`src/design/axis_constant_pkg.sv`:
```
// Shared widths, register map, response codes and FSM states for the AXI-lite constant injector
package axis_constant_pkg;

    // AXI-lite bus geometry, the registers are as wide as the data bus
    localparam int axil_addr_width = 32;
    localparam int axil_data_width = 32;
    localparam int n_registers = 3;

    // The stream beat carries the high word followed by the low word
    localparam int stream_data_width = 64;
    localparam int stream_dest_width = 8;

    // Byte address of register 0, each further register is one word up
    localparam logic [axil_addr_width-1:0] base_address = 32'h43c00000;

    typedef enum logic [1:0] {
        reg_const_low = 2'd0,
        reg_const_high = 2'd1,
        reg_const_dest = 2'd2
    } reg_index_t;

    // A write landing on this register fires the stream beat
    localparam reg_index_t trigger_register = reg_const_low;

    typedef enum logic [1:0] {
        resp_okay = 2'd0,
        resp_slverr = 2'd2
    } axil_resp_t;

    typedef enum logic {
        wr_idle,
        wr_resp
    } wr_state_t;

    typedef enum logic {
        rd_idle,
        rd_data
    } rd_state_t;

endpackage
```
`src/design/axis_constant_top.sv`:
```
// Top level of the constant injector, joining the AXI-lite register block to the stream source
module axis_constant_top (
    input  logic                                            clock,
    input  logic                                            reset,
    input  logic                                            sync,
    input  logic [axis_constant_pkg::axil_addr_width-1:0]   axil_awaddr,
    input  logic                                            axil_awvalid,
    output logic                                            axil_awready,
    input  logic [axis_constant_pkg::axil_data_width-1:0]   axil_wdata,
    input  logic                                            axil_wvalid,
    output logic                                            axil_wready,
    output axis_constant_pkg::axil_resp_t                   axil_bresp,
    output logic                                            axil_bvalid,
    input  logic                                            axil_bready,
    input  logic [axis_constant_pkg::axil_addr_width-1:0]   axil_araddr,
    input  logic                                            axil_arvalid,
    output logic                                            axil_arready,
    output logic [axis_constant_pkg::axil_data_width-1:0]   axil_rdata,
    output axis_constant_pkg::axil_resp_t                   axil_rresp,
    output logic                                            axil_rvalid,
    input  logic                                            axil_rready,
    output logic [axis_constant_pkg::stream_data_width-1:0] stream_data,
    output logic [axis_constant_pkg::stream_dest_width-1:0] stream_dest,
    output logic                                            stream_valid,
    input  logic                                            stream_ready
);

    // Register values and the write trigger flowing from the control unit to the source
    logic [axis_constant_pkg::axil_data_width-1:0] const_low;
    logic [axis_constant_pkg::axil_data_width-1:0] const_high;
    logic [axis_constant_pkg::axil_data_width-1:0] const_dest;
    logic                                          trigger;

    axil_register_cu u_register_cu (
        .clock        (clock),
        .reset        (reset),
        .axil_awaddr  (axil_awaddr),
        .axil_awvalid (axil_awvalid),
        .axil_awready (axil_awready),
        .axil_wdata   (axil_wdata),
        .axil_wvalid  (axil_wvalid),
        .axil_wready  (axil_wready),
        .axil_bresp   (axil_bresp),
        .axil_bvalid  (axil_bvalid),
        .axil_bready  (axil_bready),
        .axil_araddr  (axil_araddr),
        .axil_arvalid (axil_arvalid),
        .axil_arready (axil_arready),
        .axil_rdata   (axil_rdata),
        .axil_rresp   (axil_rresp),
        .axil_rvalid  (axil_rvalid),
        .axil_rready  (axil_rready),
        .const_low    (const_low),
        .const_high   (const_high),
        .const_dest   (const_dest),
        .trigger      (trigger)
    );

    axis_constant u_constant (
        .clock        (clock),
        .reset        (reset),
        .sync         (sync),
        .trigger      (trigger),
        .const_low    (const_low),
        .const_high   (const_high),
        .const_dest   (const_dest),
        .stream_data  (stream_data),
        .stream_dest  (stream_dest),
        .stream_valid (stream_valid),
        .stream_ready (stream_ready)
    );

endmodule

```
`src/design/axis_constant.sv`:
```
// Constant source that emits one stream beat per trigger when the sink is ready and sync is high
module axis_constant (
    input  logic                                            clock,
    input  logic                                            reset,
    input  logic                                            sync,
    input  logic                                            trigger,
    input  logic [axis_constant_pkg::axil_data_width-1:0]   const_low,
    input  logic [axis_constant_pkg::axil_data_width-1:0]   const_high,
    input  logic [axis_constant_pkg::axil_data_width-1:0]   const_dest,
    output logic [axis_constant_pkg::stream_data_width-1:0] stream_data,
    output logic [axis_constant_pkg::stream_dest_width-1:0] stream_dest,
    output logic                                            stream_valid,
    input  logic                                            stream_ready
);

    logic fire;

    // A trigger is only honoured when the sink and the external sync agree in the same cycle
    assign fire = trigger && stream_ready && sync;

    // Valid is a single-cycle pulse and never waits for the sink
    always_ff @(posedge clock) begin
        if (!reset) begin
            stream_valid <= 1'b0;
        end else begin
            stream_valid <= fire;
        end
    end

    // Data and dest keep the last beat's values between triggers
    always_ff @(posedge clock) begin
        if (!reset) begin
            stream_data <= '0;
            stream_dest <= '0;
        end else if (fire) begin
            // High word sits in the upper half of the beat
            stream_data <= {const_high, const_low};
            // Only the low byte of the destination register reaches the stream
            stream_dest <= const_dest[axis_constant_pkg::stream_dest_width-1:0];
        end
    end

endmodule

```
`src/design/axil_register_cu.sv`:
```
// AXI-lite slave holding the three constant registers and raising a trigger on low-word writes
module axil_register_cu (
    input  logic                                          clock,
    input  logic                                          reset,
    input  logic [axis_constant_pkg::axil_addr_width-1:0] axil_awaddr,
    input  logic                                          axil_awvalid,
    output logic                                          axil_awready,
    input  logic [axis_constant_pkg::axil_data_width-1:0] axil_wdata,
    input  logic                                          axil_wvalid,
    output logic                                          axil_wready,
    output axis_constant_pkg::axil_resp_t                 axil_bresp,
    output logic                                          axil_bvalid,
    input  logic                                          axil_bready,
    input  logic [axis_constant_pkg::axil_addr_width-1:0] axil_araddr,
    input  logic                                          axil_arvalid,
    output logic                                          axil_arready,
    output logic [axis_constant_pkg::axil_data_width-1:0] axil_rdata,
    output axis_constant_pkg::axil_resp_t                 axil_rresp,
    output logic                                          axil_rvalid,
    input  logic                                          axil_rready,
    output logic [axis_constant_pkg::axil_data_width-1:0] const_low,
    output logic [axis_constant_pkg::axil_data_width-1:0] const_high,
    output logic [axis_constant_pkg::axil_data_width-1:0] const_dest,
    output logic                                          trigger
);

    logic [axis_constant_pkg::axil_data_width-1:0] registers [axis_constant_pkg::n_registers];

    axis_constant_pkg::wr_state_t wr_state;
    axis_constant_pkg::rd_state_t rd_state;

    logic wr_accept;
    logic wr_hit;
    axis_constant_pkg::reg_index_t wr_index;
    logic rd_accept;
    logic rd_hit;
    axis_constant_pkg::reg_index_t rd_index;

    // True when the address lands word-aligned on one of the implemented registers
    function automatic logic address_hit(
        input logic [axis_constant_pkg::axil_addr_width-1:0] address
    );
        logic [axis_constant_pkg::axil_addr_width-1:0] offset;
        offset = address - axis_constant_pkg::base_address;
        return (offset[1:0] == 2'b00) &&
               (offset[axis_constant_pkg::axil_addr_width-1:2] < axis_constant_pkg::n_registers);
    endfunction

    // Word index of the address inside the register window
    function automatic axis_constant_pkg::reg_index_t address_index(
        input logic [axis_constant_pkg::axil_addr_width-1:0] address
    );
        logic [axis_constant_pkg::axil_addr_width-1:0] offset;
        offset = address - axis_constant_pkg::base_address;
        return axis_constant_pkg::reg_index_t'(offset[3:2]);
    endfunction

    // Readies were raised on the previous edge, so this edge completes the handshake
    assign wr_accept = (wr_state == axis_constant_pkg::wr_idle) && axil_awready &&
                       axil_awvalid && axil_wvalid;
    assign rd_accept = (rd_state == axis_constant_pkg::rd_idle) && axil_arready && axil_arvalid;

    assign wr_hit = address_hit(axil_awaddr);
    assign wr_index = address_index(axil_awaddr);
    assign rd_hit = address_hit(axil_araddr);
    assign rd_index = address_index(axil_araddr);

    assign const_low = registers[axis_constant_pkg::reg_const_low];
    assign const_high = registers[axis_constant_pkg::reg_const_high];
    assign const_dest = registers[axis_constant_pkg::reg_const_dest];

    // Write channel FSM, register file and trigger pulse
    always_ff @(posedge clock) begin
        if (!reset) begin
            wr_state <= axis_constant_pkg::wr_idle;
            axil_awready <= 1'b0;
            axil_wready <= 1'b0;
            axil_bvalid <= 1'b0;
            trigger <= 1'b0;
            for (int i = 0; i < axis_constant_pkg::n_registers; i++) begin
                registers[i] <= '0;
            end
        end else begin
            // The trigger only ever lasts a single cycle
            trigger <= 1'b0;
            case (wr_state)
                axis_constant_pkg::wr_idle: begin
                    if (wr_accept) begin
                        axil_awready <= 1'b0;
                        axil_wready <= 1'b0;
                        axil_bvalid <= 1'b1;
                        wr_state <= axis_constant_pkg::wr_resp;
                        // Undecoded addresses leave every register untouched
                        if (wr_hit) begin
                            registers[wr_index] <= axil_wdata;
                            trigger <= (wr_index == axis_constant_pkg::trigger_register);
                        end
                    end else begin
                        // Offer both readies together for one cycle once address and data wait
                        axil_awready <= axil_awvalid && axil_wvalid && !axil_awready;
                        axil_wready <= axil_awvalid && axil_wvalid && !axil_awready;
                    end
                end
                axis_constant_pkg::wr_resp: begin
                    if (axil_bready) begin
                        axil_bvalid <= 1'b0;
                        wr_state <= axis_constant_pkg::wr_idle;
                    end
                end
                default: wr_state <= axis_constant_pkg::wr_idle;
            endcase
        end
    end

    // Write response code is captured with the accepted transaction
    always_ff @(posedge clock) begin
        if (wr_accept) begin
            axil_bresp <= wr_hit ? axis_constant_pkg::resp_okay : axis_constant_pkg::resp_slverr;
        end
    end

    // Read channel FSM, it runs independently of the write side
    always_ff @(posedge clock) begin
        if (!reset) begin
            rd_state <= axis_constant_pkg::rd_idle;
            axil_arready <= 1'b0;
            axil_rvalid <= 1'b0;
        end else begin
            case (rd_state)
                axis_constant_pkg::rd_idle: begin
                    if (rd_accept) begin
                        axil_arready <= 1'b0;
                        axil_rvalid <= 1'b1;
                        rd_state <= axis_constant_pkg::rd_data;
                    end else begin
                        axil_arready <= axil_arvalid && !axil_arready;
                    end
                end
                axis_constant_pkg::rd_data: begin
                    if (axil_rready) begin
                        axil_rvalid <= 1'b0;
                        rd_state <= axis_constant_pkg::rd_idle;
                    end
                end
                default: rd_state <= axis_constant_pkg::rd_idle;
            endcase
        end
    end

    // Read data and response, an undecoded read returns zero
    always_ff @(posedge clock) begin
        if (rd_accept) begin
            if (rd_hit) begin
                axil_rdata <= registers[rd_index];
                axil_rresp <= axis_constant_pkg::resp_okay;
            end else begin
                axil_rdata <= '0;
                axil_rresp <= axis_constant_pkg::resp_slverr;
            end
        end
    end

endmodule

```
`config.mk`:
```
export PLATFORM = sky130hd
export DESIGN_NAME = axis_constant_top
export DESIGN_NICKNAME = d
export VERILOG_FILES = /design/src/design/axis_constant_pkg.sv /design/src/design/axis_constant_top.sv /design/src/design/axis_constant.sv /design/src/design/axil_register_cu.sv
export SDC_FILE = /design/constraint.sdc
export NUM_CORES = 1
export LEC_CHECK = 0
export BUFFER_PORTS_ARGS = -buffer_cell sky130_fd_sc_hd__buf_2
export CAP_MARGIN = 5
export CORE_AREA = 2 2 138 140
export CTS_CLUSTER_DIAMETER = 120
export CTS_CLUSTER_SIZE = 25
export DETAILED_ROUTE_END_ITERATION = 7
export DIE_AREA = 0 0 140 142
export GPL_TIMING_DRIVEN = 0
export PLACE_DENSITY = 0.77
export SYNTH_ARGS = -nofsm -noshare
export SYNTH_HDL_FRONTEND = slang
export SYNTH_SLANG_ARGS = --single-unit
```
`constraint.sdc`:
```
create_clock -name clock -period 5.77 [get_ports clock]
set_clock_uncertainty 0.1 [all_clocks]
set_input_delay 0.8655 -clock clock [delete_from_list [all_inputs] [get_ports clock]]
set_output_delay 0.8655 -clock clock [all_outputs]
set_load 0.05 [all_outputs]
```
==> metrics.csv <==
metric,value,unit
globalplace.congestion,0.789,
setup_violations,0,
drtIter0Drc,430,
placed_cells,1208,
fin_util,64.0,%
holdBufCountCts,0,
dieHeight,142,µm
ant_nets,0,
period_minus_slack,2.93,ns
initial_utilization,53.2,%
violations,design-rule violations,
dp_hpwl,15800,µm
cp-startpoint,axil_awaddr[27],
met3_length,1480,µm
clkTransAtPathRegs,0.09,ns
met2_length,11700,µm
syn_area_per_cell,13.6,µm²
crit_fanout,17,
async_flop_share,0,%
synth_cells,723,
worst_ep_arrival_time,3.01,ns
grt_pass1_vias,6421,
synth_seq_cells,242,
timing.slew.headroom,48.9,%
grt_usage,22.7,%
clockBufferDepth,3,
syn-cell-area,0.00982,mm²
cts_setup_buffers,0,
rr_worst_depth,5,
die_w,140,µm
timing.fmax,341,MHz
critPathLaunchType,input port,
fin_total_pwr,3080,µW
reg2reg_from,u_register_cu.axil_awready,
status,"finished, violations left",
instances_no_fill,1232,
ys_seq_area_share,65.8,%
grt_max_degree,35,
drc,36,
antenna_found_initial,3,
hold_start,u_constant.stream_data[29],
final_nets,1094,
core-area,0.0185,mm²
drive_gt1_share,29.7,%
cts-resized-gates,0,
numCtsBuffers,13,
synth_top_flop_cell,edfxtp_1,
cts_root_buf,clkbuf_16,
htree_levels,1,
wl_per_cell,18.3,µm
power_density,260,mW/mm²
wirelength,22600,µm
hold_viol_final,0,
grt_pass1_wl,34400,µm
nFillCells,1394,
rsz0062_at_grt,false,
fin_crit_sh,50.8,%
io_buffer_count,214,
top_layer,met5,
peakVddDrop,0.151,mV
area_delta_synth_final,20.3,%
grt_overflow,0,
endpoint_kind,register,
via_per_inst,5.21,
ys_types,34,
dieArea,0.0199,mm²
drt_first_pass_iters,8,
yosysWarnings,0,
cap_viol_max_count,0,
wl_met1,8990,µm
num_vias,6415,
ios,219,
clock-sinks,242,
critPathRequiredTime,5.85,ns
finalMaxSlewViolations,0,
placementRows,50,
cts_tree,yes,
synth_edf_count,162,
path_class,in -> reg,
hold_depth,2,
worstSkewPairLatency,0.48,ns
worst_pin_slew,0.763,ns
leakage,0.00456,µW
hold_path.class,reg -> reg,
[cell families after synthesis]
| kind of cell | synth area share [%] |
|---|---|
| simple gates | 18.1 |
| flops | 65.8 |
| compound gates | 6.01 |
| buf+inv | 2.74 |
| mux | 7.34 |
| other cells | 0.0382 |
[through the flow]
stage / hold WS (ns) / setup slack [ns] / instance area [µm²] / setup TNS, ns
6_report: 0.363 / 2.84 / 11800 / 0
5_1_grt: 0.383 / 2.74 / 11800 / 0
4_1_cts: 0.365 / 2.80 / 11800 / 0
3_5_place_dp: 0.353 / 2.30 / 11400 / 0
3_3_place_gp: 0.348 / -1.17 / 11300 / -98.34
2_1_floorplan: 0.416 / 1.09 / 9950 / 0
[cell usage in the layout (no fill, tap or decap), drive strengths merged]
cell type / instances
a21boi: 72
a21oi: 4
and2: 97
and3: 1
and3b: 1
and4b: 1
buf: 237
clkbuf: 49
conb: 34
dfxtp: 80
diode: 3
edfxtp: 162
inv: 1
mux4: 32
nand2: 151
nand3: 2
nand4: 3
nand4b: 3
nor2: 1
nor2b: 38
nor3: 1
nor3b: 1
nor4: 12
nor4b: 3
nor4bb: 2
o21a: 2
o21ai: 3
or3: 2
[registers in the layout (all words and copies together), names as in the netlist]
register and flops:
u_register_cu.axil_bvalid 1, u_register_cu.rd_state 1, u_register_cu.registers 128, u_register_cu.axil_awready 1, u_register_cu.axil_arready 1, u_constant.stream_valid 1
u_register_cu.axil_rvalid 1, u_constant.stream_data 64, u_register_cu.wr_state 1, u_register_cu.axil_rdata 32, u_register_cu.axil_bresp 1, u_register_cu.trigger 1
u_register_cu.axil_rresp 1, u_constant.stream_dest 8
[report_power, final]
group | internal, µW | switching [µW] | total [µW]
Combinational | 88.5 | 123 | 211
Clock | 429 | 533 | 962
Sequential | 1890 | 16.2 | 1910
Total | 2410 | 672 | 3080
[final timing paths]
path / slack [ns] / to
max: 2.84 / u_register_cu.registers[2][26]
min: 0.36 / u_constant.stream_data[29]
max reg2reg: 3.40 / u_register_cu.registers[2][26]
min reg2reg: 0.36 / u_constant.stream_data[29]
[synthesized netlist by cell type (2+ instances only)]
cell type / number / area, µm²
nor4_1: 5 / 31.3
o21ai_0: 3 / 15.0
buf_6: 9 / 101
nor4bb_1: 2 / 20.0
or3_1: 2 / 12.5
clkbuf_1: 28 / 105
nand2_1: 151 / 567
a21oi_1: 4 / 20.0
nand4b_1: 3 / 26.3
nor2b_1: 38 / 238
nor4_4: 7 / 149
nor4b_1: 2 / 17.5
nand3_1: 2 / 10.0
buf_4: 4 / 30.0
dfxtp_1: 80 / 1600
buf_1: 2 / 7.51
mux4_2: 32 / 721
a21boi_0: 72 / 541
o21a_1: 2 / 15.0
edfxtp_1: 162 / 4860
and2_1: 97 / 607
buf_2: 4 / 20.0
[layout make-up]
cell class | instances | area [µm²] | share of cell area, %
sequential | 242 | 6470 | 54.7
multi-input combinational | 466 | 3250 | 27.5
timing repair buffer | 218 | 1170 | 9.93
clock buffer | 20 | 352 | 2.98
tap | 234 | 293 | 2.48
buffer | 48 | 269 | 2.28
clock inverter | 1 | 8.76 | 0.0741
antenna | 3 | 7.51 | 0.0635
[routing by layer]
metal  vias up  GRT usage (%)
met5         -              0
met4         2           5.90
li1       3039              -
met3        34           3.33
met2       234           42.1
met1      3106           28.0
[critical path, stage by stage]
cell     delay [ns]
buf_2          0.11
nor4b_2        0.33
nand4_2        0.26
or3_1          0.53
o21ai_4        0.67
buf_16         0.24
(Power assumes the default switching activity.)
